## src/design/boot_pkg.sv

```systemverilog
`default_nettype none

package boot_pkg;

  // serial bit period in clock cycles
  localparam int unsigned CLKS_PER_BIT = 8;
  localparam int unsigned CLK_CNT_W    = $clog2(CLKS_PER_BIT);

  // sample points inside one bit period
  localparam logic [CLK_CNT_W-1:0] BIT_LAST = CLK_CNT_W'(CLKS_PER_BIT - 1);
  localparam logic [CLK_CNT_W-1:0] BIT_MID  = CLK_CNT_W'((CLKS_PER_BIT - 1) / 2);

  // one serial frame carries a byte
  localparam int unsigned BYTE_W    = 8;
  localparam int unsigned BIT_IDX_W = $clog2(BYTE_W);
  localparam logic [BIT_IDX_W-1:0] LAST_BIT_IDX = BIT_IDX_W'(BYTE_W - 1);

  // four bytes make one program word
  localparam int unsigned BYTES_PER_WORD = 4;
  localparam int unsigned BYTE_CNT_W     = $clog2(BYTES_PER_WORD);
  localparam logic [BYTE_CNT_W-1:0] LAST_BYTE_IDX = BYTE_CNT_W'(BYTES_PER_WORD - 1);

  // aligned word that ends the program, never stored
  localparam logic [31:0] END_MARKER = 32'h0000_0fff;

  typedef enum logic [1:0] {
    UART_IDLE,
    UART_START,
    UART_DATA,
    UART_STOP
  } uart_state_e;

  typedef enum logic [1:0] {
    LD_COLLECT,
    LD_WRITE,
    LD_DONE
  } loader_state_e;

endpackage

`default_nettype wire

```

## src/design/iccm_pkg.sv

```systemverilog
`default_nettype none

package iccm_pkg;

  // bank layout, low address bits pick the bank
  localparam int unsigned NUM_BANKS  = 4;
  localparam int unsigned BANK_SEL_W = 2;
  localparam int unsigned BANK_AW    = 6;
  localparam int unsigned BANK_DEPTH = 2 ** BANK_AW;

  // whole memory is 256 words
  localparam int unsigned ICCM_AW = 8;
  localparam int unsigned DATA_W  = 32;

  // write command from the loader
  typedef struct packed {
    logic               we;
    logic [ICCM_AW-1:0] addr;
    logic [DATA_W-1:0]  data;
  } iccm_wr_t;

  // fetch request, plain level strobe
  typedef struct packed {
    logic               req;
    logic [ICCM_AW-1:0] addr;
  } iccm_req_t;

  // bank or fetch response
  typedef struct packed {
    logic              valid;
    logic [DATA_W-1:0] data;
  } iccm_rsp_t;

endpackage

`default_nettype wire

```

## src/design/iccm_controller.sv

```systemverilog
`timescale 1ns/1ps
`default_nettype none

module iccm_controller (
  input  logic               clock,
  input  logic               rst_n_i,
  input  logic               rx_dv_i,
  input  logic [7:0]         rx_byte_i,
  output iccm_pkg::iccm_wr_t wr_o,
  output logic               core_hold_o
);

  import boot_pkg::*;
  import iccm_pkg::*;

  loader_state_e         state_q;
  logic [BYTE_CNT_W-1:0] byte_cnt_q;
  logic [DATA_W-1:0]     word_q;
  logic [ICCM_AW-1:0]    addr_q;
  logic [DATA_W-1:0]     word_next;
  logic                  byte_take;
  logic                  word_done;

  // little endian, newest byte enters at the top
  assign word_next = {rx_byte_i, word_q[DATA_W-1:BYTE_W]};

  // bytes only count while still loading
  assign byte_take = rx_dv_i && (state_q == LD_COLLECT);
  assign word_done = byte_take && (byte_cnt_q == LAST_BYTE_IDX);

  always_ff @(posedge clock) begin
    if (!rst_n_i) begin
      state_q    <= LD_COLLECT;
      byte_cnt_q <= '0;
      addr_q     <= '0;
    end else begin
      case (state_q)
        LD_COLLECT: begin
          if (byte_take) begin
            byte_cnt_q <= byte_cnt_q + 1'b1;
          end
          // marker only checked on a word boundary
          if (word_done) begin
            state_q <= (word_next == END_MARKER) ? LD_DONE : LD_WRITE;
          end
        end
        LD_WRITE: begin
          // single write pulse, then next word slot
          addr_q  <= addr_q + 1'b1;
          state_q <= LD_COLLECT;
        end
        LD_DONE: begin
          state_q <= LD_DONE;
        end
        default: begin
          state_q <= LD_COLLECT;
        end
      endcase
    end
  end

  // word assembly
  always_ff @(posedge clock) begin
    if (byte_take) begin
      word_q <= word_next;
    end
  end

  assign wr_o.we   = (state_q == LD_WRITE);
  assign wr_o.addr = addr_q;
  assign wr_o.data = word_q;

  // core stays in reset until the marker is seen
  assign core_hold_o = (state_q != LD_DONE);

endmodule

`default_nettype wire

```

## config.mk

```make
export PLATFORM = sky130hd
export DESIGN_NAME = iccm_controller
export DESIGN_NICKNAME = d
export VERILOG_FILES = /design/src/design/boot_pkg.sv /design/src/design/iccm_pkg.sv /design/src/design/iccm_controller.sv
export SDC_FILE = /design/constraint.sdc
export NUM_CORES = 1
export LEC_CHECK = 0
export ABC_AREA = 1
export BUFFER_PORTS_ARGS = -buffer_cell sky130_fd_sc_hd__buf_4
export CORE_ASPECT_RATIO = 2
export CORE_MARGIN = 2
export CORE_UTILIZATION = 53
export CTS_CLUSTER_DIAMETER = 40
export DETAILED_ROUTE_END_ITERATION = 6
export PLACE_DENSITY = 0.82
export SKIP_CTS_REPAIR_TIMING = 1
export SYNTH_ARGS = -nofsm -noshare
export SYNTH_HDL_FRONTEND = slang
export SYNTH_SLANG_ARGS = --single-unit
```

## constraint.sdc

```tcl
create_clock -name clock -period 3.25 [get_ports clock]
set_input_delay 0.1625 -clock clock [delete_from_list [all_inputs] [get_ports clock]]
set_output_delay 0.1625 -clock clock [all_outputs]
set_load 0.05 [all_outputs]
```

; Word-level counts from Yosys, hierarchy flattened
; Index checks and enable logic that the tools add are counted.
[totals]
elab_cells = 19
regBits = 44
out_inout_bits = 42
[op_classes]
n_reduce_logical = 4
mux = 3
eq_ne = 6
addsub = 2
[ops]
columns = op, count
row1 = "== test 32 x 12 -> 1 bit, second input constant", 1
row2 = "adder 8 x 1 -> 8 bit, second input constant", 1
row3 = "== test 2 bit, second input constant", 2
row4 = two-way mux 2 bit, 2
row5 = "!= test 2 bit, second input constant", 2
row6 = case mux 2 bit (2 select lines), 1
row7 = "adder 2 x 1 -> 2 bit, second input constant", 1
row8 = "== test 2 x 1 -> 1 bit, second input constant", 1
row9 = logical AND 1 bit, 2
row10 = logical NOT 2 bit, 1
row11 = AND reduction 2 bit, 1

; Depth between registers and ports, before layout
[logic_depth]
depth_word = 5
depth_mapped = 8

; Least setup slack after synthesis
; OpenSTA, ideal clock, no wires.
[synth_timing]
path_kind = register to register
start = register state_q[1]
end = register word_q[0] (enable)
stages_incl_launch_ff = 4
n_path_buf = 0
arrival_ns = 1.190
synth_period_minus_slack_ns = 1.577
path_slack_ns = 1.673
setup_ns = 0.387
path_cell_list = dfxtp_1 > nor2_1 > nand2_1 > inv_1
[synth_between]
elab_chain_len = 2
[synth_lines]
columns = item, line
row1 = "start, declared", iccm_controller.sv:16  ; loader_state_e state_q;
row2 = "start signal, assigned", iccm_controller.sv:44  ; state_q <= (word_next == END_MARKER) ? LD_DONE : LD_WRITE;
row3 = logical NOT 2 bit, iccm_controller.sv:28  ; assign byte_take = rx_dv_i && (state_q == LD_COLLECT);
row4 = logical AND 1 bit, iccm_controller.sv:28
row5 = net byte_take, iccm_controller.sv:21  ; logic byte_take;
row6 = "end signal, assigned", iccm_controller.sv:65  ; word_q <= word_next;
row7 = "end, declared", iccm_controller.sv:18  ; logic [DATA_W-1:0] word_q;
; The timed path passes the listed nets, and every way through them passes these cells.
; A chain may end at the register's enable or synchronous reset.

; Worst setup path in the final report
[layout_timing]
start = register state_q[1]
end = register word_q[17] (enable)
; Same word-level chain as after synthesis.

==> results.md <==
* Outcome: completed
* Largest stage delay, worst path at 0.86 ns
* Residual DRC at 0
* Setup TNS Final at 0 ns
* Crit Reg-Reg Startpoint: state_q[1]
* Max Fclk at 0.534 GHz
* Final WS setup at 1.38 ns
* Row count at 29
* Initial drt markers at 16
* CTS clk-pin slew, worst paths at 0.07 ns
* Final core utilization at 71.2%
* Area of the core at 3120 sq um
* R2R Setup Slk at 1.38 ns
* Worst Setup End Kind: flop
* Critical-path top delay cell: inv_1
* Final ANT Viol Nets at 0
* Area of the multi-input gates at 385 sq um
* Critical Path Start: state_q[1]
* Final hold viol count at 0
* Cells after synthesis at 152
* Initial antenna violation count at 0
* Initial Util at 54.1%
* Vias at 1188
* Reg2Reg Depth at 3
* Die Height at 83.8 um
* Hold path cells at 1
* Worst clock skew at 0.00897 ns
* Overall Power at 1.21 mW
* Top post-synthesis cells by area: edfxtp_1 (57%), dfxtp_1 (14%), nand2_1 (7.8%), inv_1 (5.6%), nor2_1 (5.6%)
* Mapped Avg Cell Area at 11.1 sq um
* CTS Buf Count at 5
* Seq/Total Area, Yosys at 71.1%
* Worst Path Buf+Inv at 1
* Share of layout cells above drive strength 1 at 30.8%
* Total Routing Usage GR at 17.7%
* Clock root cell: clkbuf_8
* Actual transition at the worst max-transition pin at 1.18 ns
* Peak supply drop at 0.457 mV
* R2R Path End: word_q[17]
* GRT Residual Overflow at 0
* Bufs on Longest Clock Path at 2
* FF+latch count, synth at 44
* Inserted Diodes at 0
* Yosys cell types at 19
* First-pass GRT wire length at 4850 um
* Dpl ws at 1.42 ns
* DIE AREA at 3680 sq um
* Setup violators final at 0
* Reg area at 1200 sq um
* Syn-to-layout area delta at 31.5%
* I/O Buffers at 52
* WL/cell at 12.6 um
* Worst-Skew Late Latency at 0.29 ns
* Hold Slack at 0.0555 ns
* Synth warn at 0
* Commonest non-fill, non-tap cell in the layout: buf_4
* Fin. max-slew vios at 0
* Die width at 43.9 um
* GP Congestion at 0.753
* Kind of critical path: flop to flop
* Post-route minimum period at 1.87 ns
* RSZ-0062 raised after global routing: no
* Number of global-route vias before repair at 1207
* DP Wirelength at 2250 um
* Top cell type's share of synthesized area at 56.9%
* Slew headroom at 21.4%
* Crit path DAT at 1.78 ns
* Largest net degree at the start of global routing at 34
* CP top delay family: buffers and inverters
* Final worst-path cycle share at 57.6%
* Most frequent cells in the layout: buf_4 (52), nand2_1 (35), edfxtp_1 (32)
* Syn nets at 165
* Cell taking the most area after synthesis: edfxtp_1
* Crit path capture: word_q[17]
* Final net count at 223
* Worst path required time at 3.16 ns
* CP Depth at 3
* First-pass detailed-route iteration total at 4
* Leakage at 0.998 nW
* CTS sink count at 44
* P per Cell Area at 545 nW/um^2
* CTS tree: yes
* Post-DR vias/cell at 4.91
* Maxcap violations at 0
* Critical path, cell by cell: nor2_1 > nand2_1 > inv_1
* Hold Crit Class: primary input to flop
* Routed Wire Length at 3040 um
* H-tree depth at 2
* # fillers at 236
* Top Ports at 53
* Area of the mapped netlist at 1690 sq um
* CP Launch Type: flop
* Crit Path Max Fanout at 33
==> cells by family after synthesis <==
| group | after synthesis | share of synthesized area, % |
|---|---|---|
| and+or+nand+nor | 70 | 18.2 |
| xor gates and xnor gates | 2 | 1.04 |
| buffers and inverters | 27 | 6.07 |
| AOI/OAI and AO/OA | 7 | 2.07 |
| adders and majority gates | 2 | 1.48 |
| DFF | 44 | 71.1 |
==> sequential cells by signal, indices dropped and copies added (netlist names) <==
signal and count:
word_q 32, addr_q 8, byte_cnt_q 2, state_q 2
==> power breakdown <==
part           leakage [nW]  internal [mW]  total (mW)  switching (mW)
sequential            0.410          0.633       0.650          0.0168
combinational         0.533         0.0444       0.158           0.113
clock                0.0552          0.228       0.403           0.175
==> worst min-delay path by stage <==
stage                       startpoint         end  slack (ns)
after floorplan           rx_byte_i[0]  word_q[24]        0.26
after global placement    rx_byte_i[2]  word_q[26]        0.35
after detailed placement  rx_byte_i[5]  word_q[29]        0.35
final                     rx_byte_i[5]  word_q[29]        0.06
after global routing      rx_byte_i[2]  word_q[26]        0.04
after CTS                 rx_byte_i[5]  word_q[29]        0.05
==> synthesized netlist by cell type <==
cell type / number
nand3_2: 1
ha_1: 2
a21oi_1: 4
inv_2: 1
inv_1: 25
nand3_1: 2
nor3_1: 2
and2_1: 1
dfxtp_1: 12
xnor2_1: 1
xor2_1: 1
nand2_2: 1
buf_2: 1
o21ai_0: 3
nand2_1: 35
nor2_4: 2
edfxtp_1: 32
nor2_1: 25
nand3_4: 1
==> routing by layer <==
metal,track usage (%),wire length (um)
met5,0,0
met4,11.3,75
met3,5.19,194
met2,30.9,1710
met1,16.8,1060
==> worst register-to-register path: cells and delay by family (launching register included) <==
kind / cells / cell delay (ns)
flip-flops: 1 / 0.37
AND/OR/NAND/NOR: 2 / 0.25
buffers and inverters: 1 / 0.86
==> area by class of cell <==
| class | instances | share of cell area [%] |
|---|---|---|
| well taps | 31 | 1.75 |
| flip-flops and latches | 44 | 54.1 |
| inverters | 26 | 4.39 |
| repair buffers | 52 | 17.6 |
| clock inverters | 2 | 1.58 |
| multi-input cells | 81 | 17.4 |
| clock buffers | 6 | 3.27 |
==> stage by stage <==
stage	cell area, sq um	cells
CTS	2220	242
global placement	2110	234
detailed placement	2110	234
floorplan	1690	152
finish	2220	242
global route	2220	242
Power figures use the tool's default switching activity.
