[src/design/iccm_pkg.sv]
`default_nettype none

package iccm_pkg;

  // bank layout, low address bits pick the bank
  localparam int unsigned NUM_BANKS  = 4;
  localparam int unsigned BANK_SEL_W = 2;
  localparam int unsigned BANK_AW    = 6;
  localparam int unsigned BANK_DEPTH = 2 ** BANK_AW;

  // whole memory is 256 words
  localparam int unsigned ICCM_AW = 8;
  localparam int unsigned DATA_W  = 32;

  // write command from the loader
  typedef struct packed {
    logic               we;
    logic [ICCM_AW-1:0] addr;
    logic [DATA_W-1:0]  data;
  } iccm_wr_t;

  // fetch request, plain level strobe
  typedef struct packed {
    logic               req;
    logic [ICCM_AW-1:0] addr;
  } iccm_req_t;

  // bank or fetch response
  typedef struct packed {
    logic              valid;
    logic [DATA_W-1:0] data;
  } iccm_rsp_t;

endpackage

`default_nettype wire

[src/design/iccm_read_mux.sv]
`timescale 1ns/1ps
`default_nettype none

module iccm_read_mux (
  input  iccm_pkg::iccm_rsp_t [iccm_pkg::NUM_BANKS-1:0] bank_rsp_i,
  output iccm_pkg::iccm_rsp_t                           fetch_rsp_o
);

  import iccm_pkg::*;

  logic [NUM_BANKS-1:0] valid_vec;
  logic [DATA_W-1:0]    data_or;

  // only one bank answers in any cycle
  always_comb begin
    data_or = '0;
    for (int b = 0; b < NUM_BANKS; b++) begin
      valid_vec[b] = bank_rsp_i[b].valid;
      if (bank_rsp_i[b].valid) begin
        data_or = data_or | bank_rsp_i[b].data;
      end
    end
  end

  assign fetch_rsp_o.valid = |valid_vec;
  assign fetch_rsp_o.data  = data_or;

endmodule

`default_nettype wire

[config.mk]
export PLATFORM = sky130hd
export DESIGN_NAME = iccm_read_mux
export DESIGN_NICKNAME = d
export VERILOG_FILES = /design/src/design/iccm_pkg.sv /design/src/design/iccm_read_mux.sv
export SDC_FILE = /design/constraint.sdc
export NUM_CORES = 1
export LEC_CHECK = 0
export BUFFER_PORTS_ARGS = -buffer_cell sky130_fd_sc_hd__buf_2
export CAP_MARGIN = 20
export CELL_PAD_IN_SITES_DETAIL_PLACEMENT = 1
export CELL_PAD_IN_SITES_GLOBAL_PLACEMENT = 2
export CORE_MARGIN = 2
export CORE_UTILIZATION = 10
export DETAILED_ROUTE_END_ITERATION = 8
export PLACE_DENSITY_LB_ADDON = 0.1
export SYNTH_ARGS = -nofsm -noshare
export SYNTH_HDL_FRONTEND = slang
export SYNTH_SLANG_ARGS = --single-unit
[constraint.sdc]
create_clock -name vclk -period 0.8
set_input_delay 0.08 -clock vclk [all_inputs]
set_output_delay 0.08 -clock vclk [all_outputs]
set_load 0.005 [all_outputs]
# Word level (Yosys, flattened, before mapping)
# Index checks and enable logic that the tools add are counted.
[word_totals]
register_bits = 0
input_bits = 132
output_inout_bits = 33
word_cells = 8
[op_classes]
n_mux = 4
bitwise = 3
reduce_logical = 1
[ops]
columns = ["operator", "count"]
rows = [
  ["two-way mux 32 bit", 4],
  ["OR 32 bit", 3],
  ["OR reduction 4 bit", 1],
]

# Depth between registers and ports, before layout
# Gate-level depths: netlist of the first run.
[logic_depth]
word_depth = 7
depth_mapped = 4
depth_no_buf = 2

# Least setup slack after synthesis of the first run
# OpenSTA, ideal clock, no wires.
[synth_timing]
kind = "in2out"
start = "in bank_rsp_i[65] in the netlist's numbering"
end = "out fetch_rsp_o[32] in the netlist's numbering"
arrival_time_ns = 0.705
required_time_ns = 0.720
path_slack_ns = 0.015
cell_stages = 2
path_buffers = 1
cell_sequence = "clkbuf_1 -> or4_4"
[synth_rtl]
columns = ["element", "line", "text"]
rows = [
  ["start: declaration", "iccm_read_mux.sv:5", "input iccm_pkg::iccm_rsp_t [iccm_pkg::NUM_BANKS-1:0] bank_rsp_i,"],
  ["end: declaration", "iccm_read_mux.sv:6", "output iccm_pkg::iccm_rsp_t fetch_rsp_o"],
]

==> results of run 1 <==
worst paths after layout:
kind         endpoint      startpoint  slack [ns]  cells after the start
max   fetch_rsp_o[32]  bank_rsp_i[65]       -0.11                      3
min   fetch_rsp_o[29]  bank_rsp_i[62]        0.43                      4
critical path: cells and delay by family:
kind / cells / cell delay (ns)
buffers and inverters: 2 / 0.23
and+or+nand+nor: 1 / 0.52
layer usage:
layer | up-vias | global-route usage | part of all wire
li1 | 778 | - | -
met1 | 734 | 0.158 | 0.39
met2 | 88 | 0.241 | 0.51
met3 | 2 | 0.0190 | 0.088
met4 | 0 | 0.00559 | 0.0050
met5 | - | 0 | 0
synth_stat cells:
cell type	instances
nand2_1	32
a22oi_1	64
buf_2	12
clkbuf_1	3
buf_6	1
or4_4	1
report_power, final:
part           leakage [nW]  switching (mW)  total, mW  internal (mW)
Sequential                0               0          0              0
Combinational         0.984           0.448       1.04          0.593
Clock                     0               0          0              0
Total                 0.984           0.448       1.04          0.593
timing repair:
item / in CTS / in global routing
gates cloned: 1 / 0
endpoints found under the setup margin: 33 / 33
resized for setup: 28 / 21
pin swaps: 2 / 0
area by class of cell:
| cell class | count | area, um2 | area share |
|---|---|---|---|
| Timing Repair Buffer | 178 | 1010 | 0.536 |
| Multi-Input combinational cell | 97 | 777 | 0.411 |
| Tap cell | 80 | 100 | 0.0529 |
layout by cell type, fill, tap and decap left out, drive strengths merged:
cell	instances
or4	1
buf	178
nand2	32
a22oi	64
per-stage QoR:
| step | power (mW) | hold slack [ns] |
|---|---|---|
| 6_report | 1.04 | 0.431 |
| 5_1_grt | 1.15 | 0.449 |
| 4_1_cts | 0.992 | 0.434 |
| 3_5_place_dp | 0.901 | 0.440 |
| 3_3_place_gp | 0.900 | 0.438 |
| 2_1_floorplan | 0.348 | 0.265 |
kinds of logic after synthesis:
logic type      count (synthesis)  synth area share
compound gates                 64             0.692
buf+inv                        16             0.119
simple gates                   33             0.189
==> summary.md, run 1 <==
| Metric | Value |
|---|---|
| Final standard cell utilization of the core | 0.280 |
| Pin count of the biggest net entering global routing | 21 |
| Cells along the critical path | buf_6 > or4_4 > buf_6 |
| Wirelength per Cell | 15.2 um |
| Detailed Route Iter0 Violations | 18 |
| Distinct cells, synth | 6 |
| FILL cells | 886 |
| Status | complete, but fails checks |
| Vias | 1,602 |
| Post-Route WL | 5410 um |
| Synth Net Count | 245 |
| Die extent in x | 87.3 um |
| Worst setup slack after layout | -0.108 ns |
| Syn Std Cell Area | 694 um2 |
| Initial Util | 0.103 |
| Sequential cell area | 0 um2 |
| RSZ-0062 raised after global routing | yes |
| Core footprint | 6760 um2 |
| Full die area | 7630 um2 |
| Top cell type by total area after synthesis | a22oi_1 |
| Hold bufs inserted after CTS | 0 |
| Setup TNS Final | -0.656 ns |
| Slowest stage cell, crit path | or4_4 |
| Total Routing Usage GR | 0.127 |
| Worst slack, placed | -0.148 ns |
| HPWL after detailed placement | 4410 um |
| Diode count | 0 |
| Portion of synthesized cell area occupied by the leading cell type | 0.692 |
| Post-route clock period utilization | 1.13 |
| Crit path largest cell delay | 0.52 ns |
| Leakage power | 0.984 nW |
| Die boundary height | 87.3 um |
| Worst setup EP type | output pin |
| First drt pass iteration count | 3 |
| Maximum fanout along the worst path | 3 |
| Fraction of layout instances using a drive strength above 1 | 0.771 |
| Post-route antenna net violation count | 0 |
| Maximum ir drop on the vdd rail | 0.223 mV |
| Classification of the worst-slack hold path | in2out |
| Clkbuf count | 0 |
| Data arrival time of the worst path | 0.83 ns |
| IO Count | 165 |
| Number of setup violations in the final report | 29 |
| Part of the Yosys area used for sequential elements | 0 |
| Number of antenna violations at the first check in global routing | 0 |
| Critical path type | in2out |
| Core Rows | 30 |
| Area added between synthesis and finish | 172% |
| Instance count of the mapped netlist | 113 |
| Postcts setup bufs | 0 |
| Nets | 409 |
| Top cells by area in the synthesized netlist | a22oi_1, nand2_1, buf_2 |
| Number of global-route vias before repair | 1,622 |
| Final Max Slew Viols | 0 |
| First-pass GRT wire length | 7940 um |
| Final count of hold timing violations | 0 |
| Highest attainable clock frequency | 1.10 GHz |
| Failing checks | negative setup slack |
| Post-place instance area | 1640 um2 |
| Post-route minimum period | 0.908 ns |
| Count of yosys warnings during synthesis | 0 |
| Headroom to the max-slew limit | 0.845 |
| Kind of launch point of the worst setup path | input port |
| Weighted congestion at the end of routability-driven global placement | 0.761 |
| Sequential cell count | 0 |
| Port-buffer cells | 165 |
| Dpl cells | 354 |
| Summed area of non-filler cells in the final layout | 1890 um2 |
| DR vias/cell | 4.51 |
| Final Instance Count excl. Fillers | 355 |
| Remaining global-route overflow | 0 |
| Worst Path Required | 0.72 ns |
| Slew at the pin with the worst max-slew slack | 0.232 ns |
| Ratio of total power to cell area | 550 nW/um2 |
| DR DRC count | 0 |
| CP dominant cell by count | buf_6 |
| Max capacitance violation total | 0 |
| Mean instance size in the synthesized netlist | 6.15 um2 |
No activity file was read; power rests on OpenSTA's default activity.
==> run 2, diff against run 1 <==
Settings changed: SETUP_SLACK_MARGIN set to 0.05.
==> run 2 against run 1 <==
Compared with the run above:
- the flow still finishes with violations (negative setup slack)
- cell area rose by 10%
- die area did not move
- total power rose by 12%
- clock-buffer cell count did not move
- hold slack got worse by 0.0046 ns
- critical path depth did not move
- combinational power rose by 12%
- routed wire length rose by 7.9%
- sequential share of layout area did not move
- fmax fell by 1.7%
- utilization rose by 2.9 points
==> summary.md, run 2 (synthesis gave the netlist of run 1 again) <==
| Metric | Value |
|---|---|
| Status | complete, but fails checks |
| Failing checks | negative setup slack |
| Startpoint of the worst setup timing path | bank_rsp_i[65] |
| Post-route minimum period | 0.923 ns |
| Final count of hold timing violations | 0 |
| Number of antenna violations at the first check in global routing | 0 |
| Worst Path Required | 0.72 ns |
| Vias | 1,592 |
| Overall power after layout | 1.16 mW |
| Slew at the pin with the worst max-slew slack | 0.221 ns |
| Worst Min Path Start | bank_rsp_i[56] |
| Initial Util | 0.103 |
| Core Rows | 30 |
| Diode count | 0 |
| Internal power consumption | 0.676 mW |
| First drt pass iteration count | 3 |
| Max capacitance violation total | 0 |
| Classification of the worst-slack hold path | in2out |
| FILL cells | 854 |
| RSZ-0062 raised after global routing | yes |
| Clkbuf count | 0 |
| Number of global-route vias before repair | 1,524 |
| IO Count | 165 |
| Worst setup EP type | output pin |
| Slowest stage cell, crit path | or4_4 |
| Clock network fraction of total power | 0 |
| Post-Route WL | 5830 um |
| Proportion of power drawn by flip-flops and latches | 0 |
| Headroom to the max-slew limit | 0.853 |
| Postcts setup bufs | 0 |
| Maximum fanout along the worst path | 3 |
| Die boundary height | 87.3 um |
| DR DRC count | 0 |
| Core footprint | 6760 um2 |
| HPWL after detailed placement | 4420 um |
| Total Routing Usage GR | 0.123 |
| Weighted congestion at the end of routability-driven global placement | 0.724 |
| NetSw | 0.485 mW |
| Post-route antenna net violation count | 0 |
| Sequential cell count | 0 |
| Post-place instance area | 1630 um2 |
| Remaining global-route overflow | 0 |
| Full die area | 7630 um2 |
| Combined area of the multi-input logic cells | 832 um2 |
| Sequential cell area | 0 um2 |
| Leakage power | 1.05 nW |
| Nets | 412 |
| Ratio of total power to cell area | 557 nW/um2 |
| Worst setup slack after layout | -0.123 ns |
| Highest attainable clock frequency | 1.08 GHz |
| Cells along the critical path | buf_8 > or4_4 > buf_6 |
| Number of setup violations in the final report | 11 |
| Crit path largest cell delay | 0.53 ns |
| Leading cell type in the layout, fill and taps excluded | buf_2 |
| DR vias/cell | 4.45 |
| Maximum ir drop on the vdd rail | 0.206 mV |
| Data arrival time of the worst path | 0.84 ns |
| Summed area of non-filler cells in the final layout | 2080 um2 |
| Wirelength per Cell | 16.3 um |
| Switching share of total power | 0.417 |
| Area added between synthesis and finish | 200% |
| First-pass GRT wire length | 7640 um |
| Post-route clock period utilization | 1.15 |
| Fraction of layout instances using a drive strength above 1 | 0.813 |
| Hold bufs inserted after CTS | 0 |
| Die extent in x | 87.3 um |
| Final Max Slew Viols | 0 |
| Comb pwr share | 1.000 |
| Critical path type | in2out |
| Detailed Route Iter0 Violations | 23 |
| Kind of launch point of the worst setup path | input port |
| Port-buffer cells | 165 |
| Most frequent cells in the layout | buf_2, a22oi_2, nand2_1 |
| Final standard cell utilization of the core | 0.309 |
| Pin count of the biggest net entering global routing | 22 |
[run 2: routing by layer]
metal,GRT usage,up-vias,share of wire
met3,0.0237,0,0.094
met2,0.233,85,0.52
li1,-,788,-
met1,0.152,719,0.39
met5,0,-,0
met4,0,0,0
[run 2: critical path, delay by kind of cell]
kind,cells,cell delay [ns]
buf+inv,2,0.23
simple gates,1,0.53
[run 2: area by class of cell]
type / count / share of cell area
Multi-Input combinational cell: 97 / 0.399
Tap cell: 80 / 0.0480
Timing Repair Buffer: 181 / 0.553
[run 2: worst paths after layout]
| kind | slack (ns) | end | cells after the start |
|---|---|---|---|
| worst max-delay path | -0.12 | fetch_rsp_o[32] | 3 |
| worst min-delay path | 0.43 | fetch_rsp_o[23] | 4 |
[run 2: repair_timing]
item	in CTS	in global routing
setup endpoints to repair	33	33
pin swaps	1	6
cloned	0	6
hold endpoints to repair	0	0
resized for setup	5	71
[run 2: stage by stage]
stage                     setup TNS (ns)  setup WS, ns  hold WS [ns]  std cells
final                             -0.215        -0.123         0.426        358
after global placement             -2.39        -0.137         0.437        352
after global routing               -1.42        -0.139         0.454        358
after floorplan                        0        0.0208         0.265        113
after detailed placement           -2.38        -0.148         0.434        352
after CTS                          -2.38        -0.126         0.434        352
[run 2: power by group through the flow]
stage / clock network, mW / registers [mW] / logic, mW
2_1_floorplan: 0 / 0 / 0.349
3_3_place_gp: 0 / 0 / 0.890
3_5_place_dp: 0 / 0 / 0.892
4_1_cts: 0 / 0 / 0.909
5_1_grt: 0 / 0 / 1.28
6_report: 0 / 0 / 1.16
