$ cat src/design/boot_pkg.sv
`default_nettype none

package boot_pkg;

  // serial bit period in clock cycles
  localparam int unsigned CLKS_PER_BIT = 8;
  localparam int unsigned CLK_CNT_W    = $clog2(CLKS_PER_BIT);

  // sample points inside one bit period
  localparam logic [CLK_CNT_W-1:0] BIT_LAST = CLK_CNT_W'(CLKS_PER_BIT - 1);
  localparam logic [CLK_CNT_W-1:0] BIT_MID  = CLK_CNT_W'((CLKS_PER_BIT - 1) / 2);

  // one serial frame carries a byte
  localparam int unsigned BYTE_W    = 8;
  localparam int unsigned BIT_IDX_W = $clog2(BYTE_W);
  localparam logic [BIT_IDX_W-1:0] LAST_BIT_IDX = BIT_IDX_W'(BYTE_W - 1);

  // four bytes make one program word
  localparam int unsigned BYTES_PER_WORD = 4;
  localparam int unsigned BYTE_CNT_W     = $clog2(BYTES_PER_WORD);
  localparam logic [BYTE_CNT_W-1:0] LAST_BYTE_IDX = BYTE_CNT_W'(BYTES_PER_WORD - 1);

  // aligned word that ends the program, never stored
  localparam logic [31:0] END_MARKER = 32'h0000_0fff;

  typedef enum logic [1:0] {
    UART_IDLE,
    UART_START,
    UART_DATA,
    UART_STOP
  } uart_state_e;

  typedef enum logic [1:0] {
    LD_COLLECT,
    LD_WRITE,
    LD_DONE
  } loader_state_e;

endpackage

`default_nettype wire

$ cat src/design/uart_rx.sv
`timescale 1ns/1ps
`default_nettype none

module uart_rx (
  input  logic       clock,
  input  logic       rst_n_i,
  input  logic       rx_serial_i,
  output logic       rx_dv_o,
  output logic [7:0] rx_byte_o
);

  import boot_pkg::*;

  logic                 rx_meta_q;
  logic                 rx_sync_q;
  uart_state_e          state_q;
  logic [CLK_CNT_W-1:0] clk_cnt_q;
  logic [BIT_IDX_W-1:0] bit_idx_q;
  logic [BYTE_W-1:0]    data_q;
  logic                 sample_bit;

  // two-flop synchronizer, line idles high
  always_ff @(posedge clock) begin
    if (!rst_n_i) begin
      rx_meta_q <= 1'b1;
      rx_sync_q <= 1'b1;
    end else begin
      rx_meta_q <= rx_serial_i;
      rx_sync_q <= rx_meta_q;
    end
  end

  // end of a full bit period while shifting data
  assign sample_bit = (state_q == UART_DATA) && (clk_cnt_q == BIT_LAST);

  always_ff @(posedge clock) begin
    if (!rst_n_i) begin
      state_q   <= UART_IDLE;
      clk_cnt_q <= '0;
      bit_idx_q <= '0;
      rx_dv_o   <= 1'b0;
    end else begin
      rx_dv_o <= 1'b0;
      case (state_q)
        UART_IDLE: begin
          clk_cnt_q <= '0;
          bit_idx_q <= '0;
          if (!rx_sync_q) begin
            state_q <= UART_START;
          end
        end
        UART_START: begin
          // confirm the start bit at its middle
          if (clk_cnt_q == BIT_MID) begin
            clk_cnt_q <= '0;
            state_q   <= rx_sync_q ? UART_IDLE : UART_DATA;
          end else begin
            clk_cnt_q <= clk_cnt_q + 1'b1;
          end
        end
        UART_DATA: begin
          if (clk_cnt_q == BIT_LAST) begin
            clk_cnt_q <= '0;
            if (bit_idx_q == LAST_BIT_IDX) begin
              bit_idx_q <= '0;
              state_q   <= UART_STOP;
            end else begin
              bit_idx_q <= bit_idx_q + 1'b1;
            end
          end else begin
            clk_cnt_q <= clk_cnt_q + 1'b1;
          end
        end
        UART_STOP: begin
          if (clk_cnt_q == BIT_LAST) begin
            clk_cnt_q <= '0;
            // low stop bit means a broken frame, no strobe
            rx_dv_o   <= rx_sync_q;
            state_q   <= UART_IDLE;
          end else begin
            clk_cnt_q <= clk_cnt_q + 1'b1;
          end
        end
        default: begin
          state_q <= UART_IDLE;
        end
      endcase
    end
  end

  // data bits arrive lsb first
  always_ff @(posedge clock) begin
    if (sample_bit) begin
      data_q[bit_idx_q] <= rx_sync_q;
    end
  end

  assign rx_byte_o = data_q;

endmodule

`default_nettype wire

$ cat config.mk
export PLATFORM = sky130hd
export DESIGN_NAME = uart_rx
export DESIGN_NICKNAME = d
export VERILOG_FILES = /design/src/design/boot_pkg.sv /design/src/design/uart_rx.sv
export SDC_FILE = /design/constraint.sdc
export NUM_CORES = 1
export LEC_CHECK = 0
export ABC_AREA = 1
export BUFFER_PORTS_ARGS = -buffer_cell sky130_fd_sc_hd__buf_2
export CORE_MARGIN = 5
export CORE_UTILIZATION = 27
export CTS_CLUSTER_SIZE = 14
export DETAILED_ROUTE_END_ITERATION = 8
export PLACE_DENSITY_LB_ADDON = 0.2
export SLEW_MARGIN = 25
export SYNTH_ARGS = -nofsm -noshare
export SYNTH_HDL_FRONTEND = slang
export SYNTH_SLANG_ARGS = --single-unit
$ cat constraint.sdc
create_clock -name clock -period 1.8 [get_ports clock]
set_clock_uncertainty 0.15 [all_clocks]
set_input_delay 0 -clock clock [delete_from_list [all_inputs] [get_ports clock]]
set_output_delay 0 -clock clock [all_outputs]
set_load 0.005 [all_outputs]
# After elaboration in Yosys (flattened, before gate mapping)
# Cells that the tools add are included.
# word_totals
register_bits,19
inputBits,3
out_inout_bits,9
wordCells,46
# classes
add_sub_neg,2
order_cmp,2
eq_ne,11
n_mux,16
n_reduce_logical,8
# op_table
op,count
2-to-1 mux 2 bit,6
2-to-1 mux 3 bit,4
case mux 3 bit (3 select lines),1
bitwise mux 8 bit,1
case mux 2 bit (4 select lines),1
adder 3 x 1 -> 3 bit (second input constant),2
== test 3 bit (second input constant),2
inequality test 2 bit (second input constant),3
case mux 3 bit (2 select lines),1
AND reduction 5 bit,1
== test 2 bit (second input constant),2
less-than comparator 3 x 4 -> 1 bit (second input constant),1
inequality test 2 x 1 -> 1 bit (second input constant),2
demux 1 bit (select 3 bit),1
== test 3 x 2 -> 1 bit (second input constant),1
greater-or-equal comparator 3 x 1 -> 1 bit (second input constant),1
AND reduction 3 bit,1
== test 2 x 1 -> 1 bit (second input constant),1
logical AND 1 bit,2
zero test 2 bit,1
AND reduction 2 bit,1
nonzero test 2 bit,1
OR reduction 2 bit,1
2-to-1 mux 1 bit,1

# Depth between registers and ports, before layout
# logic_depth
ltp_word,5
depth_mapped,9

# Least setup slack after synthesis
# OpenSTA, ideal clock, no wires.
# synth_timing
path_kind,register to register
start,reg clk_cnt_q[0]
end,reg state_q[0]
setup_ns,0.110
arrival_time_ns,1.207
required_time_ns,1.540
slack_ns,0.332
stages_incl_launch_ff,10
path_buffers,0
cell_sequence,dfxtp_1 ha_1 ha_1 nand2_1 inv_1 nor2_1 nor2_2 nand3_1 nand3b_1 inv_1
# synth_via
elab_chain_len,3
word_cells_on_any_way,6
# synth_rtl
element,line_no,rtl
from (decl),uart_rx.sv:17,logic [CLK_CNT_W-1:0] clk_cnt_q;
from (signal assigned),uart_rx.sv:58,clk_cnt_q <= clk_cnt_q + 1'b1;
from (signal assigned),uart_rx.sv:71,clk_cnt_q <= clk_cnt_q + 1'b1;
from (signal assigned),uart_rx.sv:81,clk_cnt_q <= clk_cnt_q + 1'b1;
== test 3 bit or == test 3 x 2 -> 1 bit (tied branches),"uart_rx.sv:62, uart_rx.sv:75, uart_rx.sv:54",
inequality test 2 bit (no line) or inequality test 2 x 1 -> 1 bit (tied branches),--,
AND reduction 5 bit (no line) *,--,
to (signal assigned),uart_rx.sv:56,state_q <= rx_sync_q ? UART_IDLE : UART_DATA;
to (decl),uart_rx.sv:16,uart_state_e state_q;
# Mark *: on every way between the ends. The rest lies on a longest branch, timed or not.
# A chain may end at the register's enable or synchronous reset.

# Final worst setup path
# layout_timing
start,reg clk_cnt_q[0]
end,reg data_q[3] (netlist: rx_byte_o[3]) (enable)
# layout_via
elab_chain_len,2
# layout_rtl
element,line_no,rtl
== test 3 bit,uart_rx.sv:34,assign sample_bit = (state_q == UART_DATA) && (clk_cnt_q == BIT_LAST);
logical AND 1 bit,uart_rx.sv:34,
"to (signal, indexed assignment)",uart_rx.sv:94,data_q[bit_idx_q] <= rx_sync_q;
to (decl),uart_rx.sv:19,logic [BYTE_W-1:0] data_q;
# Every way passes these cells.

==> results.json <==
{
  "status": "completed",
  "synth_compound_area_frac": 0.0587,
  "yosysWarnings": 0,
  "fin_cells": 155,
  "cts_tree": "done",
  "drc": 0,
  "power_frac_comb": 0.044,
  "reg2reg_to": "rx_byte_o[3]",
  "drt-vias-per-instance": 4.08,
  "fin_ws_ps": 174,
  "dp.cells": 148,
  "grt.total_usage": 0.0802,
  "hold_viol": 0,
  "clockBufferDepth": 2,
  "synthMuxAreaShare": 0,
  "area_growth_pct": 19.8,
  "post-route-util": 0.337,
  "min_from": "rx_meta_q",
  "cts.htree.levels": 1,
  "period_needed_ps": 1630,
  "p_int_uw": 553,
  "power.share.clock": 0.301,
  "grt_overflow": 0,
  "syn_nets": 103,
  "hold_class": "register to register",
  "drive_gt1_frac": 0.207,
  "p_sw_uw": 148,
  "synth.distinct_cells": 20,
  "p_sw_frac": 0.211,
  "synth_top_family_by_area": "simple AND/OR/NAND/NOR gates",
  "antenna_found_initial": 0,
  "synth-seq-cells": 19,
  "drv_cap": 0,
  "chipWidth_um": 66.2,
  "reg2reg_from": "clk_cnt_q[0]",
  "clk_latency_ps": 290,
  "cp.required_ps": 1660,
  "dr.pass1.iters": 2,
  "power.static_leakage_uw": 0.000417,
  "coreArea_um2": 3030,
  "max_freq_mhz": 615,
  "postSynthAreaPerCell_um2": 9.16,
  "worst_pin_slew_ps": 411,
  "critPathKind": "register to register",
  "dp_slack_ps": 181,
  "dp.final_hpwl_mm": 1.15,
  "final_antenna_net_count": 0,
  "drt_wl_total_mm": 1.53,
  "yosys.area_share.simple": 0.236,
  "slew_headroom": 0.723,
  "finalNetCount": 122,
  "yosysSeqAreaShare": 0.540,
  "hold-path-endpoint": "rx_sync_q",
  "seqPwrFrac": 0.655,
  "synth_fa_ha_area_frac": 0.103,
  "start_util": 0.281,
  "p_per_area_nw_per_um2": 686,
  "post-route-period-util": 0.903,
  "rr_worst_depth": 6,
  "r2r_setup_slack_ps": 170,
  "clk_pin_slew_ps": 100,
  "synth_cells": 93,
  "gp_congestion": 0.685,
  "routedWlPerCell_um": 9.84,
  "dieArea_um2": 4380,
  "grt_pass1_wl_mm": 2.66,
  "cts-root-buf": "clkbuf_4",
  "end_kind": "register",
  "portBuffers": 11,
  "ios": 12,
  "cp-start-kind": "register",
  "antenna_cells": 0,
  "cts_buffers": 3,
  "critPathMaxFanout": 4,
  "arrival_ps": 1490,
  "ir_drop_uv": 509,
  "hold-path-cell-count": 1,
  "slew_viol_final": 0,
  "synth_xor_area_frac": 0,
  "drtIter0Drc": 7,
  "grt_max_degree": 12,
  "setup_violations": 0,
  "vias": 632,
  "netlist_area_um2": 852,
  "dieHeight_um": 66.2,
  "grt_pass1_vias": 627,
  "core.rowCount": 20,
  "fin_tns_setup_ps": 0,
  "clkSinkCount": 19
}
==> registers in the layout (all words and copies together), names as in the netlist, named ones only <==
name       cells
rx_meta_q      1
rx_byte_o      8
state_q        1
clk_cnt_q      3
rx_sync_q      1
bit_idx_q      3
rx_dv_o        1
==> per-stage QoR <==
step	cell area [um^2]	power, uW	hold slack, ps
after floorplan	852	485	-43.4
after global placement	962	495	36.3
after detailed placement	962	495	39.0
after CTS	1020	717	275
after global routing	1020	748	303
final	1020	701	270
==> worst max-delay path by stage <==
stage                            start            to  slack (ps)  depth (start not counted)
after floorplan           clk_cnt_q[0]    state_q[0]         330                          9
after global placement    clk_cnt_q[0]  rx_byte_o[6]         210                          6
after detailed placement  clk_cnt_q[0]  rx_byte_o[3]         180                          6
after CTS                 clk_cnt_q[0]  rx_byte_o[3]         160                          6
after global routing      clk_cnt_q[0]  rx_byte_o[3]          -4                          6
final                     clk_cnt_q[0]  rx_byte_o[3]         170                          6
==> cells in the mapped netlist <==
| master | number | area [um^2] |
|---|---|---|
| nor2_1 | 13 | 48.8 |
| inv_1 | 12 | 45.0 |
| nand2_1 | 12 | 45.0 |
| dfxtp_1 | 11 | 220 |
| edfxtp_1 | 8 | 240 |
| nand3_1 | 8 | 40.0 |
| ha_1 | 7 | 87.6 |
| a21oi_1 | 4 | 20.0 |
| nor3_1 | 3 | 15.0 |
| inv_2 | 2 | 7.51 |
| nand2_2 | 2 | 12.5 |
| o21ai_0 | 2 | 10.0 |
| or2_2 | 2 | 12.5 |
| nand3b_1 | 1 | 7.51 |
| nor2_2 | 1 | 6.26 |
| nor3b_1 | 1 | 7.51 |
| o21ai_1 | 1 | 5.00 |
| o21ai_2 | 1 | 8.76 |
| o22ai_1 | 1 | 6.26 |
| or2_0 | 1 | 6.26 |
==> cell usage in the layout, fill, tap and decap left out, drive strengths merged <==
cell / instances
nor2: 14
inv: 14
nand2: 14
dfxtp: 11
buf: 11
nand3: 8
edfxtp: 8
ha: 7
a21oi: 4
clkbuf: 4
o21ai: 4
nor3: 3
dlygate4sd3: 3
or2: 3
nand3b: 1
o22ai: 1
nor3b: 1
==> cell families after synthesis <==
family                     count (synthesis)
buffers and inverters                     14
and+or+nand+nor                           44
DFF                                       19
AOI/OAI and AO/OA                          9
adders and majority gates                  7
==> critical path, cell delays in order, from the launching register on <==
cell and delay (ps):
dfxtp_1 350, ha_1 220, ha_1 170, inv_1 50, nor2_1 140, nand2_1 130, nor2_1 140
==> what timing repair did <==
action / 4_1_cts / 5_1_grt
hold buffers: 3 / 0
setup endpoints to repair: 0 / 2
hold endpoints to repair: 11 / 0
resized for setup: 0 / 1
buffers inserted: 0 / 0
==> final cells by class <==
class | count | area, um^2
inverters | 14 | 52.6
repair buffers | 14 | 85.1
multi-input cells | 60 | 342
fillers | 333 | 2010
well taps | 44 | 55.1
clock buffers | 4 | 26.3
flip-flops and latches | 19 | 460
==> routing by layer <==
metal  vias up  routed length (um)  part of all wire  GRT usage
li1        341                   -                 -          -
met1       275                 663              0.43     0.0899
met5         -                   0                 0          0
met3         2                 113             0.074     0.0391
met2        14                 734              0.48      0.138
met4         0                  13            0.0085     0.0152
==> power by group through the flow <==
stage	Clock (uW)	Sequential, uW	Combinational [uW]
floorplan	0	466	19.0
global placement	0	469	26.1
detailed placement	0	469	26.0
CTS	227	459	31.1
global route	252	460	35.6
finish	211	459	30.8
Note: power is estimated with default switching activity, not from simulation.
